### src/flow_deser_defines.svh
// Flow deserializer width macros
`ifndef FLOW_DESER_DEFINES_SVH
`define FLOW_DESER_DEFINES_SVH

// ----------------------------------------------------------------------
// Bus widths
// ----------------------------------------------------------------------

// Width of one narrow flit on the push side
`define FD_PUSH_WIDTH 8

// Width of one wide flit on the pop side
// It must be a whole multiple of the push width
`define FD_POP_WIDTH 32

// Width of the sideband metadata that travels next to each packet
`define FD_META_WIDTH 3

// ----------------------------------------------------------------------
// Derived values
// ----------------------------------------------------------------------

// Number of push flits that make up one full pop flit
`define FD_RATIO (`FD_POP_WIDTH / `FD_PUSH_WIDTH)

// Bits needed to name one slice of a pop flit
// Also wide enough for the don't-care count, which is at most ratio-1
`define FD_ID_WIDTH $clog2(`FD_RATIO)

`endif
### src/flow_deser_pkg.sv
// Flow deserializer shared types
`include "flow_deser_defines.svh"

package flow_deser_pkg;

  // ----------------------------------------------------------------------
  // Payload types
  // ----------------------------------------------------------------------

  // One narrow flit as it arrives on the push side
  typedef logic [`FD_PUSH_WIDTH-1:0] push_data_t;

  // One wide flit as it leaves on the pop side
  // The first push flit of a group lands in the top slice
  typedef logic [`FD_POP_WIDTH-1:0] pop_data_t;

  // Packet metadata, held constant by the sender within one pop flit
  typedef logic [`FD_META_WIDTH-1:0] meta_t;

  // ----------------------------------------------------------------------
  // Control types
  // ----------------------------------------------------------------------

  // Index of the slice that the current push flit fills
  // Slice 0 is the most significant slice of the pop flit
  typedef logic [`FD_ID_WIDTH-1:0] flit_id_t;

  // Staging storage for every slice except the final one
  // The final slice never needs a register because it always closes the pop flit
  // Entry 0 holds the first push flit of the group
  typedef logic [`FD_RATIO-2:0][`FD_PUSH_WIDTH-1:0] slice_array_t;

endpackage

### src/flow_deserializer.sv
// Stream flit deserializer top
`timescale 1ns/100ps

module flow_deserializer (
  input  logic                      clk,
  input  logic                      arst_n,

  // ----------------------------------------------------------------------
  // Push side, narrow flits
  // ----------------------------------------------------------------------

  input  logic                      push_valid,
  output logic                      push_ready,
  input  flow_deser_pkg::push_data_t push_data,
  // Marks the final flit of a packet and may close a pop flit early
  input  logic                      push_last,
  // Sampled on the flit that closes each pop flit
  input  flow_deser_pkg::meta_t      push_metadata,

  // ----------------------------------------------------------------------
  // Pop side, wide flits
  // ----------------------------------------------------------------------

  output logic                      pop_valid,
  input  logic                      pop_ready,
  // First push flit of the group sits in the top slice
  output flow_deser_pkg::pop_data_t  pop_data,
  // High on the final pop flit of a packet
  output logic                      pop_last,
  // Number of unfilled slices at the tail, valid with pop_last
  output flow_deser_pkg::flit_id_t   pop_dont_care_count,
  output flow_deser_pkg::meta_t      pop_metadata
);

  // Slice currently being filled
  flow_deser_pkg::flit_id_t flit_id;

  // Write strobe for the staging registers
  logic stage_load;

  // ----------------------------------------------------------------------
  // Handshake and sideband control
  // ----------------------------------------------------------------------

  packet_flow_ctrl packet_flow_ctrl_i (
    .clk                 (clk),
    .arst_n              (arst_n),
    .push_valid          (push_valid),
    .push_last           (push_last),
    .push_metadata       (push_metadata),
    .push_ready          (push_ready),
    .pop_ready           (pop_ready),
    .pop_valid           (pop_valid),
    .pop_last            (pop_last),
    .pop_dont_care_count (pop_dont_care_count),
    .pop_metadata        (pop_metadata),
    .flit_id             (flit_id),
    .stage_load          (stage_load)
  );

  // ----------------------------------------------------------------------
  // Datapath
  // ----------------------------------------------------------------------

  // Builds the wide flit from staged slices and the live push flit
  slice_assembler slice_assembler_i (
    .clk        (clk),
    .arst_n     (arst_n),
    .flit_id    (flit_id),
    .stage_load (stage_load),
    .push_data  (push_data),
    .pop_data   (pop_data)
  );

endmodule

### src/packet_flow_ctrl.sv
// Packet flow controller
`timescale 1ns/100ps
`include "flow_deser_defines.svh"

module packet_flow_ctrl (
  input  logic                    clk,
  input  logic                    arst_n,
  // Push side handshake and sideband
  input  logic                    push_valid,
  input  logic                    push_last,
  input  flow_deser_pkg::meta_t    push_metadata,
  output logic                    push_ready,
  // Pop side handshake and sideband
  input  logic                    pop_ready,
  output logic                    pop_valid,
  output logic                    pop_last,
  output flow_deser_pkg::flit_id_t pop_dont_care_count,
  output flow_deser_pkg::meta_t    pop_metadata,
  // Control towards the slice assembler
  output flow_deser_pkg::flit_id_t flit_id,
  output logic                    stage_load
);

  // Index of the final slice in a pop flit
  localparam flow_deser_pkg::flit_id_t LAST_ID = flow_deser_pkg::flit_id_t'(`FD_RATIO - 1);

  // ----------------------------------------------------------------------
  // Closing decision
  // ----------------------------------------------------------------------

  // Current slice index within the pop flit under construction
  flow_deser_pkg::flit_id_t flit_id_q;

  // High when the present push flit completes a pop flit
  logic closing;

  // Handshake events on both sides
  logic push_acc;
  logic pop_acc;

  // A pop flit closes when it is full or when the packet ends early
  assign closing = (flit_id_q == LAST_ID) || push_last;

  // ----------------------------------------------------------------------
  // Ready and valid
  // ----------------------------------------------------------------------

  // The closing push flit and its pop flit move together on one edge
  // so the pop flit appears in the same cycle with no added latency
  assign pop_valid = push_valid && closing;

  // Earlier flits only go into staging and are never blocked
  // A closing flit has to wait for the sink
  assign push_ready = closing ? pop_ready : 1'b1;

  assign push_acc = push_valid && push_ready;
  assign pop_acc  = pop_valid && pop_ready;

  // Staging write for every flit that does not close the pop flit
  assign stage_load = push_acc && !closing;

  // ----------------------------------------------------------------------
  // Flit index counter
  // ----------------------------------------------------------------------

  // Restarts at slice 0 after each delivered pop flit
  // Steps to the next slice after each staged push flit
  always_ff @(posedge clk or negedge arst_n) begin
    if (!arst_n) begin
      flit_id_q <= '0;
    end else if (pop_acc) begin
      flit_id_q <= '0;
    end else if (stage_load) begin
      flit_id_q <= flit_id_q + flow_deser_pkg::flit_id_t'(1);
    end
  end

  assign flit_id = flit_id_q;

  // ----------------------------------------------------------------------
  // Pop sideband
  // ----------------------------------------------------------------------

  // The packet end and metadata are taken from the closing push flit
  assign pop_last     = push_last;
  assign pop_metadata = push_metadata;

  // On an early close the slices after flit_id are unfilled
  // A full pop flit has no don't-care tail, so the count stays 0
  always_comb begin
    if (pop_last) begin
      pop_dont_care_count = LAST_ID - flit_id_q;
    end else begin
      pop_dont_care_count = '0;
    end
  end

endmodule

### src/slice_assembler.sv
// Wide flit slice assembler
`timescale 1ns/100ps
`include "flow_deser_defines.svh"

module slice_assembler (
  input  logic                      clk,
  input  logic                      arst_n,
  // Slice that the current push flit belongs to
  input  flow_deser_pkg::flit_id_t   flit_id,
  // High on the acceptance of a push flit that does not close the pop flit
  input  logic                      stage_load,
  input  flow_deser_pkg::push_data_t push_data,
  // Assembled wide flit, most significant slice first
  output flow_deser_pkg::pop_data_t  pop_data
);

  // Slices per pop flit and the width of each slice
  localparam int RATIO   = `FD_RATIO;
  localparam int PUSH_W  = `FD_PUSH_WIDTH;

  // ----------------------------------------------------------------------
  // Staging registers
  // ----------------------------------------------------------------------

  // One register per slice except the final slice
  flow_deser_pkg::slice_array_t stage_q;

  // Decoded write strobe for each staging register
  logic [RATIO-2:0] stage_we;

  for (genvar i = 0; i < RATIO - 1; i++) begin : gen_stage
    // Only the register that flit_id points at takes the flit
    assign stage_we[i] = stage_load && (flit_id == flow_deser_pkg::flit_id_t'(i));

    always_ff @(posedge clk or negedge arst_n) begin
      if (!arst_n) begin
        stage_q[i] <= '0;
      end else if (stage_we[i]) begin
        stage_q[i] <= push_data;
      end
    end
  end

  // ----------------------------------------------------------------------
  // Pop flit formation
  // ----------------------------------------------------------------------

  // Slice i sits at bit offset (RATIO-1-i)*PUSH_W, so slice 0 is on top
  // A slice equal to flit_id is being delivered right now and bypasses its register
  // Slices below flit_id were filled on earlier cycles and come from staging
  // Slices above flit_id are stale and only matter as don't-care contents
  for (genvar i = 0; i < RATIO - 1; i++) begin : gen_slice_mux
    localparam int LSB = (RATIO - 1 - i) * PUSH_W;

    // Select the live push flit for the slice that is closing the group
    logic bypass;

    assign bypass = (flit_id == flow_deser_pkg::flit_id_t'(i));

    assign pop_data[LSB +: PUSH_W] = bypass ? push_data : stage_q[i];
  end

  // The final slice has no staging register
  // When the group reaches it the push flit itself fills the bottom bits
  assign pop_data[PUSH_W-1:0] = push_data;

endmodule

### config.mk
export PLATFORM = sky130hd
export DESIGN_NAME = flow_deserializer
export DESIGN_NICKNAME = d
export VERILOG_FILES = /design/src/flow_deser_pkg.sv /design/src/flow_deserializer.sv /design/src/packet_flow_ctrl.sv /design/src/slice_assembler.sv
export VERILOG_INCLUDE_DIRS = /design/src
export SDC_FILE = /design/constraint.sdc
export NUM_CORES = 1
export LEC_CHECK = 0
export BUFFER_PORTS_ARGS = -buffer_cell sky130_fd_sc_hd__buf_2
export CORE_AREA = 3 3 63 65
export DETAILED_ROUTE_END_ITERATION = 6
export DIE_AREA = 0 0 66 68
export PLACE_DENSITY = 0.69
export SLEW_MARGIN = 20
export SYNTH_ARGS = -nofsm -noshare
export SYNTH_HDL_FRONTEND = slang
export SYNTH_HIERARCHICAL = 1
export SYNTH_SLANG_ARGS = --single-unit
### constraint.sdc
create_clock -name clk -period 5.1 [get_ports clk]
set_input_delay 1.02 -clock clk [delete_from_list [all_inputs] [get_ports clk]]
set_output_delay 1.02 -clock clk [all_outputs]
set_load 0.02 [all_outputs]
==> flow_summary.json, run 1 <==
{
  "io_buffers": 49,
  "antenna_found_initial": 0,
  "synth_area_leaders": "dfrtp_1 (44%), mux2_2 (35%), buf_4 (6.1%), nor3b_4 (2.6%), mux2_1 (2.3%)",
  "die_w_um": 66,
  "clockBufferDepth": 2,
  "syn_area_sq_um": 1470,
  "synth.avg_cell_area_sq_um": 13.5,
  "critPathKind": "flip-flop to output port",
  "insertion_delay_ns": 0.32,
  "drive_gt1_share_pct": 69.9,
  "grt_pass1_vias": 949,
  "ys_seq_area_share_pct": 44.3,
  "hold_start": "slice_assembler_i/stage_q[4]",
  "rsz0062_at_grt": "no",
  "ys_dominant_reg_cell": "dfrtp_1",
  "ys_types": 17,
  "nFillCells": 298,
  "synth.top_cell.area_share_pct": 44.3,
  "syn_nets": 126,
  "ys_async_sr_fraction_pct": 100,
  "core_sq_um": 3390,
  "cts_tree": "yes",
  "multi_input_area_sq_um": 707,
  "power.density_nw_per_um2": 669,
  "syn_to_final_growth_pct": 15.6,
  "end_kind": "output port",
  "grtUsageTotal_pct": 13.4,
  "dp_hpwl_um": 2130,
  "ff2ff_path_depth": 4,
  "critPathLaunchType": "flip-flop",
  "drt-initial-drc-count": 27,
  "crit_chain": "nand2b_1 > mux2_2 > buf_2",
  "die_area_sq_um": 4490,
  "synth_common_cells": "mux2_2 (45), dfrtp_1 (26), buf_4 (12)",
  "synth_seq_cells": 26,
  "fin_setup_tns_ns": 0,
  "p_leak_nw": 0.794,
  "min_path_type": "flip-flop to flip-flop",
  "finalCritPeriodShare_pct": 57.6,
  "hold_buffers": 0,
  "io_pins": 56,
  "fmax_ghz": 0.340,
  "tightestPinTransition_ns": 0.583,
  "routed_wl_um": 2890,
  "die_height_um": 68,
  "gp_congestion": 0.682,
  "viasPerCell": 4.97,
  "grt_remaining_overflow": 0,
  "min_to": "slice_assembler_i/stage_q[4]",
  "whs_ns": 0.505,
  "cts_buffers": 3,
  "grt_max_degree": 27,
  "grt_pass1_wl_um": 4550,
  "maxCapViolations": 0,
  "antenna-diode-count": 0,
  "finalHoldViolations": 0,
  "seqCellArea_sq_um": 651,
  "first_pass_iters": 4,
  "ant_nets": 0,
  "yosys.area.top_type": "dfrtp_1",
  "htreeDepth": 1,
  "synth-edff-count": 0,
  "rrSetupSlack_ns": 3.03,
  "clkTransAtPathRegs_ns": 0.14,
  "post-route-drc-count": 0,
  "worstHoldPathCells": 1,
  "numClockSinks": 26,
  "crit_path_top_delay_cell": "dfrtp_1",
  "worstPathArrival_ns": 1.92,
  "status": "completed",
  "fin_nets": 164,
  "skew_ns": 0.00180,
  "final_cells": 192,
  "r2r_end": "slice_assembler_i/stage_q[5]",
  "synth_warnings": 6,
  "max_stage_delay_ns": 0.59,
  "cts_setup_buffers": 0,
  "ctsRootBufferMaster": "clkbuf_4",
  "start_util_pct": 43.3,
  "worst_ir_drop_vdd_mv": 0.257,
  "wl_per_cell_um": 15.0,
  "via_count": 954,
  "crit_fanout": 10,
  "drv_slew": 0,
  "dp_cells": 188,
  "num_rows": 21,
  "cts_resized": 0,
  "finalSetupViolCount": 0,
  "reg2reg_from": "packet_flow_ctrl_i/flit_id[0]",
  "finalCriticalPeriod_ns": 2.94,
  "synth.most_common_cell": "mux2_2",
  "syn_inst": 109,
  "relSlewSlack_pct": 61.2,
  "worstPathRequired_ns": 4.08
}
==> final cells by class <==
class,instances,share of cell area (%)
timing repair buffer,49,14.5
tap,46,3.39
multi-input combinational,67,41.7
sequential,26,38.3
clock buffer,4,2.14
==> routing by layer <==
layer	vias up	global-route usage (%)	share of wire (%)
met4	0	3.81	0.48
li1	457	-	-
met1	463	17.4	43
met3	2	2.46	7.7
met2	32	23.0	49
met5	-	0	0
==> kinds of logic after synthesis <==
group	share of synthesized area, %
AO/OA/AOI/OAI	2.05
multiplexers	36.8
AND/OR/NAND/NOR	8.44
adder cells (fa/ha/maj)	0.852
flip-flops	44.3
buffers and inverters	7.50
==> sequential cells by signal, indices dropped and copies added (netlist names) <==
| signal | flops |
|---|---|
| packet_flow_ctrl_i/flit_id | 2 |
| slice_assembler_i/stage_q | 24 |
==> where the power goes <==
| part | switching [mW] | internal, mW | total (mW) |
|---|---|---|---|
| Sequential | 0.0648 | 0.307 | 0.372 |
| Combinational | 0.348 | 0.310 | 0.658 |
| Clock | 0.0618 | 0.0436 | 0.105 |
==> critical path: cells and delay by family, from the launching register on <==
family | cells | cell delay (ns)
flops | 1 | 0.59
simple gates | 1 | 0.46
mux | 1 | 0.39
buf+inv | 1 | 0.16
==> cells in the final DEF, fill, tap and decap left out, types with 2 or more instances in the layout <==
master	instances
nand2b_1	4
nor3b_4	2
mux2_2	45
dfrtp_1	26
buf_2	49
clkbuf_4	3
mux2_1	3
nor2b_1	3
nand3b_1	2
==> how the worst max path moves through the flow <==
stage                                  start      endpoint  slack (ns)  cells past startpoint
2_1_floorplan                      push_last    push_ready        2.66                      1
3_3_place_gp                    push_data[2]  pop_data[26]        2.50                      3
3_5_place_dp                       push_last    push_ready        2.48                      3
4_1_cts        packet_flow_ctrl_i/flit_id[0]  pop_data[12]        2.13                      3
5_1_grt        packet_flow_ctrl_i/flit_id[1]  pop_data[16]        2.03                      3
6_report       packet_flow_ctrl_i/flit_id[0]  pop_data[12]        2.16                      3
==> stage by stage <==
step / worst slack, ns / area, sq um / util (%) / power (mW)
2_1_floorplan: 2.66 / 1470 / - / 0.870
3_3_place_gp: 2.50 / 1660 / 49.0 / 1.03
3_5_place_dp: 2.48 / 1660 / 49.0 / 1.05
4_1_cts: 2.13 / 1700 / 50.1 / 1.15
5_1_grt: 2.03 / 1700 / 50.1 / 1.21
6_report: 2.16 / 1700 / 50.1 / 1.14
(Power assumes the default switching activity.)
==> inputs of run 2 (changes only) <==
--- a/config.mk
+++ b/config.mk
@@ -6,11 +6,12 @@
 export SDC_FILE = /design/constraint.sdc
 export NUM_CORES = 1
 export LEC_CHECK = 0
+export ABC_AREA = 1
 export BUFFER_PORTS_ARGS = -buffer_cell sky130_fd_sc_hd__buf_2
-export CORE_AREA = 3 3 63 65
+export CORE_AREA = 3 3 67 69
 export DETAILED_ROUTE_END_ITERATION = 6
-export DIE_AREA = 0 0 66 68
-export PLACE_DENSITY = 0.69
+export DIE_AREA = 0 0 70 72
+export PLACE_DENSITY = 0.67
 export SLEW_MARGIN = 20
 export SYNTH_ARGS = -nofsm -noshare
 export SYNTH_HDL_FRONTEND = slang
==> constraint.sdc (replaced) <==
create_clock -name clk -period 3 [get_ports clk]
set_input_delay 0.6 -clock clk [delete_from_list [all_inputs] [get_ports clk]]
set_output_delay 0.6 -clock clk [all_outputs]
set_load 0.02 [all_outputs]
==> run 2 against run 1 <==
  * Critical endpoint is now pop_data[9]
  * Wire length up 34%
  * Sequential share of layout area down 3.5 points
  * Global-route usage up 2.6 points
  * Highest routed layer is now met3
  * Utilization down 3.1 points
  * Count of clock-buffer cells in the layout unchanged
==> flow_summary.json, run 2 <==
{
  "status": "completed",
  "final_core_util_pct": 47.0,
  "synth_simple_gate_area_share_pct": 34.5,
  "crit_path_top_delay_cell": "dfrtp_1",
  "finalHoldViolations": 0,
  "critPathKind": "flip-flop to output port",
  "synth.most_common_cell": "nand2_1",
  "total_power_mw": 1.95,
  "ctsRootBufferMaster": "clkbuf_8",
  "largest_reg_flops": 24,
  "nFillCells": 418,
  "antenna_found_initial": 0,
  "crit_start": "packet_flow_ctrl_i/flit_id[1]",
  "synth_adder_area_share_pct": 0.754,
  "ys_async_sr_fraction_pct": 100,
  "maxCapViolations": 0,
  "r2r_end": "slice_assembler_i/stage_q[15]",
  "crit_fanout": 16,
  "syn_area_sq_um": 1660,
  "cts_tree": "yes",
  "viasPerCell": 5.07,
  "clkTransAtPathRegs_ns": 0.09,
  "first_pass_iters": 4,
  "dp_cells": 288,
  "grt_remaining_overflow": 0,
  "clockBufferDepth": 2,
  "insertion_delay_ns": 0.26,
  "grt_pass1_wl_um": 6730,
  "relSlewSlack_pct": 46.6,
  "start_util_pct": 41.8,
  "worst_ir_drop_vdd_mv": 0.456,
  "cts_setup_buffers": 0,
  "fin_setup_tns_ns": 0,
  "synth-edff-count": 0,
  "worstPathArrival_ns": 1.72,
  "cts_buffers": 3,
  "max_flop_register": "slice_assembler_i/stage_q",
  "grt_max_degree": 27,
  "end_kind": "output port",
  "antenna-diode-count": 0,
  "max_stage_delay_ns": 0.64,
  "syn_to_final_growth_pct": 12.4,
  "routed_wl_um": 3880,
  "fmax_ghz": 0.432,
  "crit_chain": "buf_4 > nand2_4 > o21ai_2 > buf_2",
  "final_common_cell": "nand2_1",
  "via_count": 1481,
  "critPathLaunchType": "flip-flop",
  "dp_hpwl_um": 2870,
  "die_w_um": 70,
  "grt_pass1_vias": 1428,
  "synth.avg_cell_area_sq_um": 7.98,
  "wl_per_cell_um": 13.3,
  "ff2ff_path_depth": 5,
  "final_cell_mix": "nand2_1 (87), buf_2 (49), dfrtp_1 (26)",
  "synth_area_leaders": "dfrtp_1 (39%), nand2_1 (20%), o21ai_2 (9.0%), buf_4 (6.8%), nand4_1 (6.0%)",
  "syn_nets": 225,
  "io_buffers": 49,
  "finalCritPeriodShare_pct": 77.2,
  "reg2reg_from": "packet_flow_ctrl_i/flit_id[1]",
  "synth.top_cell.area_share_pct": 39.2,
  "cts_resized": 0,
  "die_area_sq_um": 5040,
  "ys_seq_area_share_pct": 39.2,
  "ys_dominant_reg_cell": "dfrtp_1",
  "synth_xor_area_share_pct": 0,
  "final_cells": 292,
  "numClockSinks": 26,
  "synth_common_cells": "nand2_1 (87), dfrtp_1 (26), o21ai_2 (17)",
  "worstPathRequired_ns": 2.40,
  "drive_gt1_share_pct": 34.7,
  "syn_inst": 208,
  "hold_buffers": 0,
  "finalCriticalPeriod_ns": 2.32,
  "post-route-drc-count": 0,
  "ys_types": 19,
  "endpoint": "pop_data[9]",
  "skew_ns": 0.00122,
  "min_path_type": "primary input to asynchronous set/reset pin",
  "core_sq_um": 3970,
  "synth_warnings": 6,
  "synth_mux_area_share_pct": 0,
  "gp_congestion": 0.798,
  "power.density_nw_per_um2": 1040,
  "drt-initial-drc-count": 74,
  "num_rows": 23,
  "htreeDepth": 1,
  "rrSetupSlack_ns": 0.82,
  "finalSetupViolCount": 0,
  "fin_nets": 260,
  "synth_top_family_by_area": "simple AND/OR/NAND/NOR gates",
  "synth_compound_area_share_pct": 11.8,
  "grtUsageTotal_pct": 16.0,
  "rsz0062_at_grt": "no",
  "tightestPinTransition_ns": 0.800,
  "synth_seq_cells": 26,
  "yosys.area.top_type": "dfrtp_1",
  "die_height_um": 72,
  "p_leak_nw": 1.05,
  "drv_slew": 0,
  "ant_nets": 0,
  "io_pins": 56
}
==> run 2: power breakdown <==
part,switching [mW],internal [mW]
logic,0.733,0.360
registers,0.115,0.517
clock network,0.106,0.117
total,0.953,0.993
==> run 2: worst min path at each step <==
stage	start	to	slack (ns)	cells after the start
2_1_floorplan	arst_n	packet_flow_ctrl_i/flit_id[0]	0.30	0
4_1_cts	arst_n	packet_flow_ctrl_i/flit_id[1]	0.35	1
3_3_place_gp	slice_assembler_i/stage_q[7]	slice_assembler_i/stage_q[7]	0.45	2
6_report	arst_n	packet_flow_ctrl_i/flit_id[1]	0.32	1
3_5_place_dp	slice_assembler_i/stage_q[0]	slice_assembler_i/stage_q[0]	0.46	2
5_1_grt	arst_n	slice_assembler_i/stage_q[1]	0.36	1
==> run 2: cells by family after synthesis <==
group	count (synthesis)
AO/OA/AOI/OAI	26
adder cells (fa/ha/maj)	1
buffers and inverters	35
flip-flops	26
AND/OR/NAND/NOR	120
==> run 2: critical path: cells and delay by family, from the launching register on <==
kind,cells,cell delay [ns]
AOI/OAI and AO/OA,1,0.17
buffers and inverters,2,0.47
DFF,1,0.64
and+or+nand+nor,1,0.16
==> run 2: layout make-up <==
cell class,instances,area [sq um],share of cell area (%)
multi-input cells,147,781,41.9
flip-flops and latches,26,651,34.9
repair buffers,52,268,14.4
well taps,50,62.6,3.35
clock buffers,4,55.1,2.95
inverters,13,48.8,2.62
==> run 2: metrics by stage <==
stage               hold WS [ns]  instance area [sq um]  worst slack, ns
finish                     0.319                   1870            0.685
global route               0.365                   1870            0.525
CTS                        0.347                   1870            0.665
detailed placement         0.456                   1810            0.828
global placement           0.449                   1810            0.976
floorplan                  0.304                   1660             1.33
==> run 2: layer usage <==
layer  part of all wire [%]  GRT usage [%]
met2                     46           25.7
met1                     47           24.1
met3                    7.0           1.80
met5                      0              0
met4                      0           1.91
==> inputs of run 3 (changes only) <==
==> constraint.sdc (replaced) <==
create_clock -name clk -period 2.3 [get_ports clk]
set_input_delay 0.46 -clock clk [delete_from_list [all_inputs] [get_ports clk]]
set_output_delay 0.46 -clock clk [all_outputs]
set_load 0.02 [all_outputs]
==> run 3 against run 2 <==
  * Wire length down 1.2%
  * Hold slack worse by 0.15 ns
  * Sequential cell count is the same
  * Sequential power increased by 30%
  * Critical path depth rose by 1
  * Largest power group unchanged
  * Total power rose by 30%
  * Non-clock buffer count unchanged
  * Largest cell class unchanged
  * Via count decreased by 3.6%
  * Clock power grew 34%
  * Design area is 0.67% higher
==> flow_summary.json, run 3 (synthesis gave the netlist of run 2 again) <==
{
  "finalWorstSetupSlack_ns": 0.152,
  "io_buffers": 49,
  "die_w_um": 70,
  "final_cell_mix": "nand2_1 (87), buf_2 (49), dfrtp_1 (26)",
  "grt_pass1_vias": 1281,
  "start_util_pct": 41.8,
  "fin_nets": 260,
  "drive_gt1_share_pct": 34.7,
  "rsz0062_at_grt": "no",
  "largest_reg_flops": 24,
  "core_sq_um": 3970,
  "cts_resized": 0,
  "worstPathArrival_ns": 1.69,
  "finalHoldViolations": 0,
  "worst_ir_drop_vdd_mv": 0.526,
  "insertion_delay_ns": 0.27,
  "cts_tree": "yes",
  "comb_power_share_pct": 55.6,
  "numClockSinks": 26,
  "power.switching_mw": 1.22,
  "viasPerCell": 4.89,
  "relSlewSlack_pct": 61.9,
  "drv_slew": 0,
  "finalCritPeriodShare_pct": 93.4,
  "clkTransAtPathRegs_ns": 0.09,
  "rrSetupSlack_ns": 0.49,
  "grt_remaining_overflow": 0,
  "antenna_found_initial": 0,
  "grtUsageTotal_pct": 15.8,
  "skew_ns": 0.00608,
  "syn_to_final_growth_pct": 13.2,
  "max_flop_register": "slice_assembler_i/stage_q",
  "final_common_cell": "nand2_1",
  "routed_wl_um": 3830,
  "r2r_end": "slice_assembler_i/stage_q[16]",
  "maxCapViolations": 0,
  "post-route-drc-count": 0,
  "antenna-diode-count": 0,
  "cts_setup_buffers": 0,
  "finalSetupViolCount": 0,
  "intPower_mw": 1.30,
  "die_height_um": 72,
  "finalCriticalPeriod_ns": 2.15,
  "ctsRootBufferMaster": "clkbuf_8",
  "p_sw_share_pct": 48.5,
  "status": "completed",
  "p_leak_nw": 1.05,
  "grt_max_degree": 30,
  "wl_per_cell_um": 13.1,
  "gp_congestion": 0.817,
  "fmax_ghz": 0.466,
  "critPathLaunchType": "flip-flop",
  "ant_nets": 0,
  "io_pins": 56,
  "reg2reg_from": "packet_flow_ctrl_i/flit_id[1]",
  "power.density_nw_per_um2": 1340,
  "critPathKind": "flip-flop to output port",
  "num_rows": 23,
  "htreeDepth": 1,
  "end_kind": "output port",
  "min_path_type": "primary input to asynchronous set/reset pin",
  "via_count": 1428,
  "grt_pass1_wl_um": 6470,
  "crit_fanout": 16,
  "cts_buffers": 3,
  "die_area_sq_um": 5040,
  "place_ws_ns": 0.476,
  "drt-initial-drc-count": 77,
  "seq_power_share_pct": 32.6,
  "fin_setup_tns_ns": 0,
  "tightestPinTransition_ns": 0.571,
  "worstPathRequired_ns": 1.84,
  "clockBufferDepth": 2,
  "first_pass_iters": 4,
  "dp_hpwl_um": 2730,
  "hold_buffers": 0,
  "clkPwrFrac_pct": 11.8,
  "ff2ff_path_depth": 6
}
==> run 3: changes by cell type in the layout (fill, tap and decap cells not counted) <==
cell | before | now
buf_12 | 0 | 1
buf_4 | 3 | 2
==> run 3: area by class of cell <==
cell class / instances / area [sq um]
Fill cell: 391 / 2090
Multi-Input combinational cell: 147 / 781
Sequential cell: 26 / 651
Timing Repair Buffer: 52 / 280
Tap cell: 50 / 62.6
Clock buffer: 4 / 55.1
Inverter: 13 / 48.8
==> run 3: critical path, cell delays in order, from the launching register on <==
cell,delay [ns]
dfrtp_1,0.65
inv_2,0.20
nand2_4,0.23
nand2_1,0.10
o21ai_2,0.06
buf_2,0.17
==> run 3: power by group through the flow <==
stage	sequential (mW)	clock [mW]	combinational [mW]
after floorplan	0.775	0	1.14
final	0.822	0.299	1.40
after global routing	0.850	0.323	1.57
after detailed placement	0.827	0	1.42
after global placement	0.829	0	1.39
after CTS	0.820	0.305	1.42
==> run 3: layer usage <==
metal / global-route usage, % / share of wire (%) / vias to the layer above
li1: - / - / 730
met4: 3.83 / 0.73 / 0
met1: 25.5 / 52 / 639
met5: 0 / 0 / -
met2: 22.5 / 41 / 57
met3: 1.66 / 7.2 / 2
==> run 3: metrics by stage <==
step | hold slack (ns) | utilization (%) | total power [mW] | std cells | cell area (sq um)
after floorplan | 0.164 | - | 1.92 | 208 | 1660
after global placement | 0.451 | 45.9 | 2.22 | 288 | 1820
after detailed placement | 0.457 | 45.9 | 2.24 | 288 | 1820
after CTS | 0.195 | 47.3 | 2.54 | 292 | 1880
after global routing | 0.209 | 47.3 | 2.75 | 292 | 1880
final | 0.172 | 47.3 | 2.52 | 292 | 1880
==> run 3: how the worst max path moves through the flow <==
stage	start	to	slack (ns)	depth (start not counted)
3_5_place_dp	packet_flow_ctrl_i/flit_id[1]	pop_data[23]	0.48	5
5_1_grt	packet_flow_ctrl_i/flit_id[1]	pop_data[21]	0.04	5
2_1_floorplan	packet_flow_ctrl_i/flit_id[0]	pop_data[24]	0.77	5
3_3_place_gp	packet_flow_ctrl_i/flit_id[1]	pop_data[17]	0.52	5
6_report	packet_flow_ctrl_i/flit_id[1]	pop_data[23]	0.15	5
4_1_cts	packet_flow_ctrl_i/flit_id[1]	pop_data[23]	0.16	5
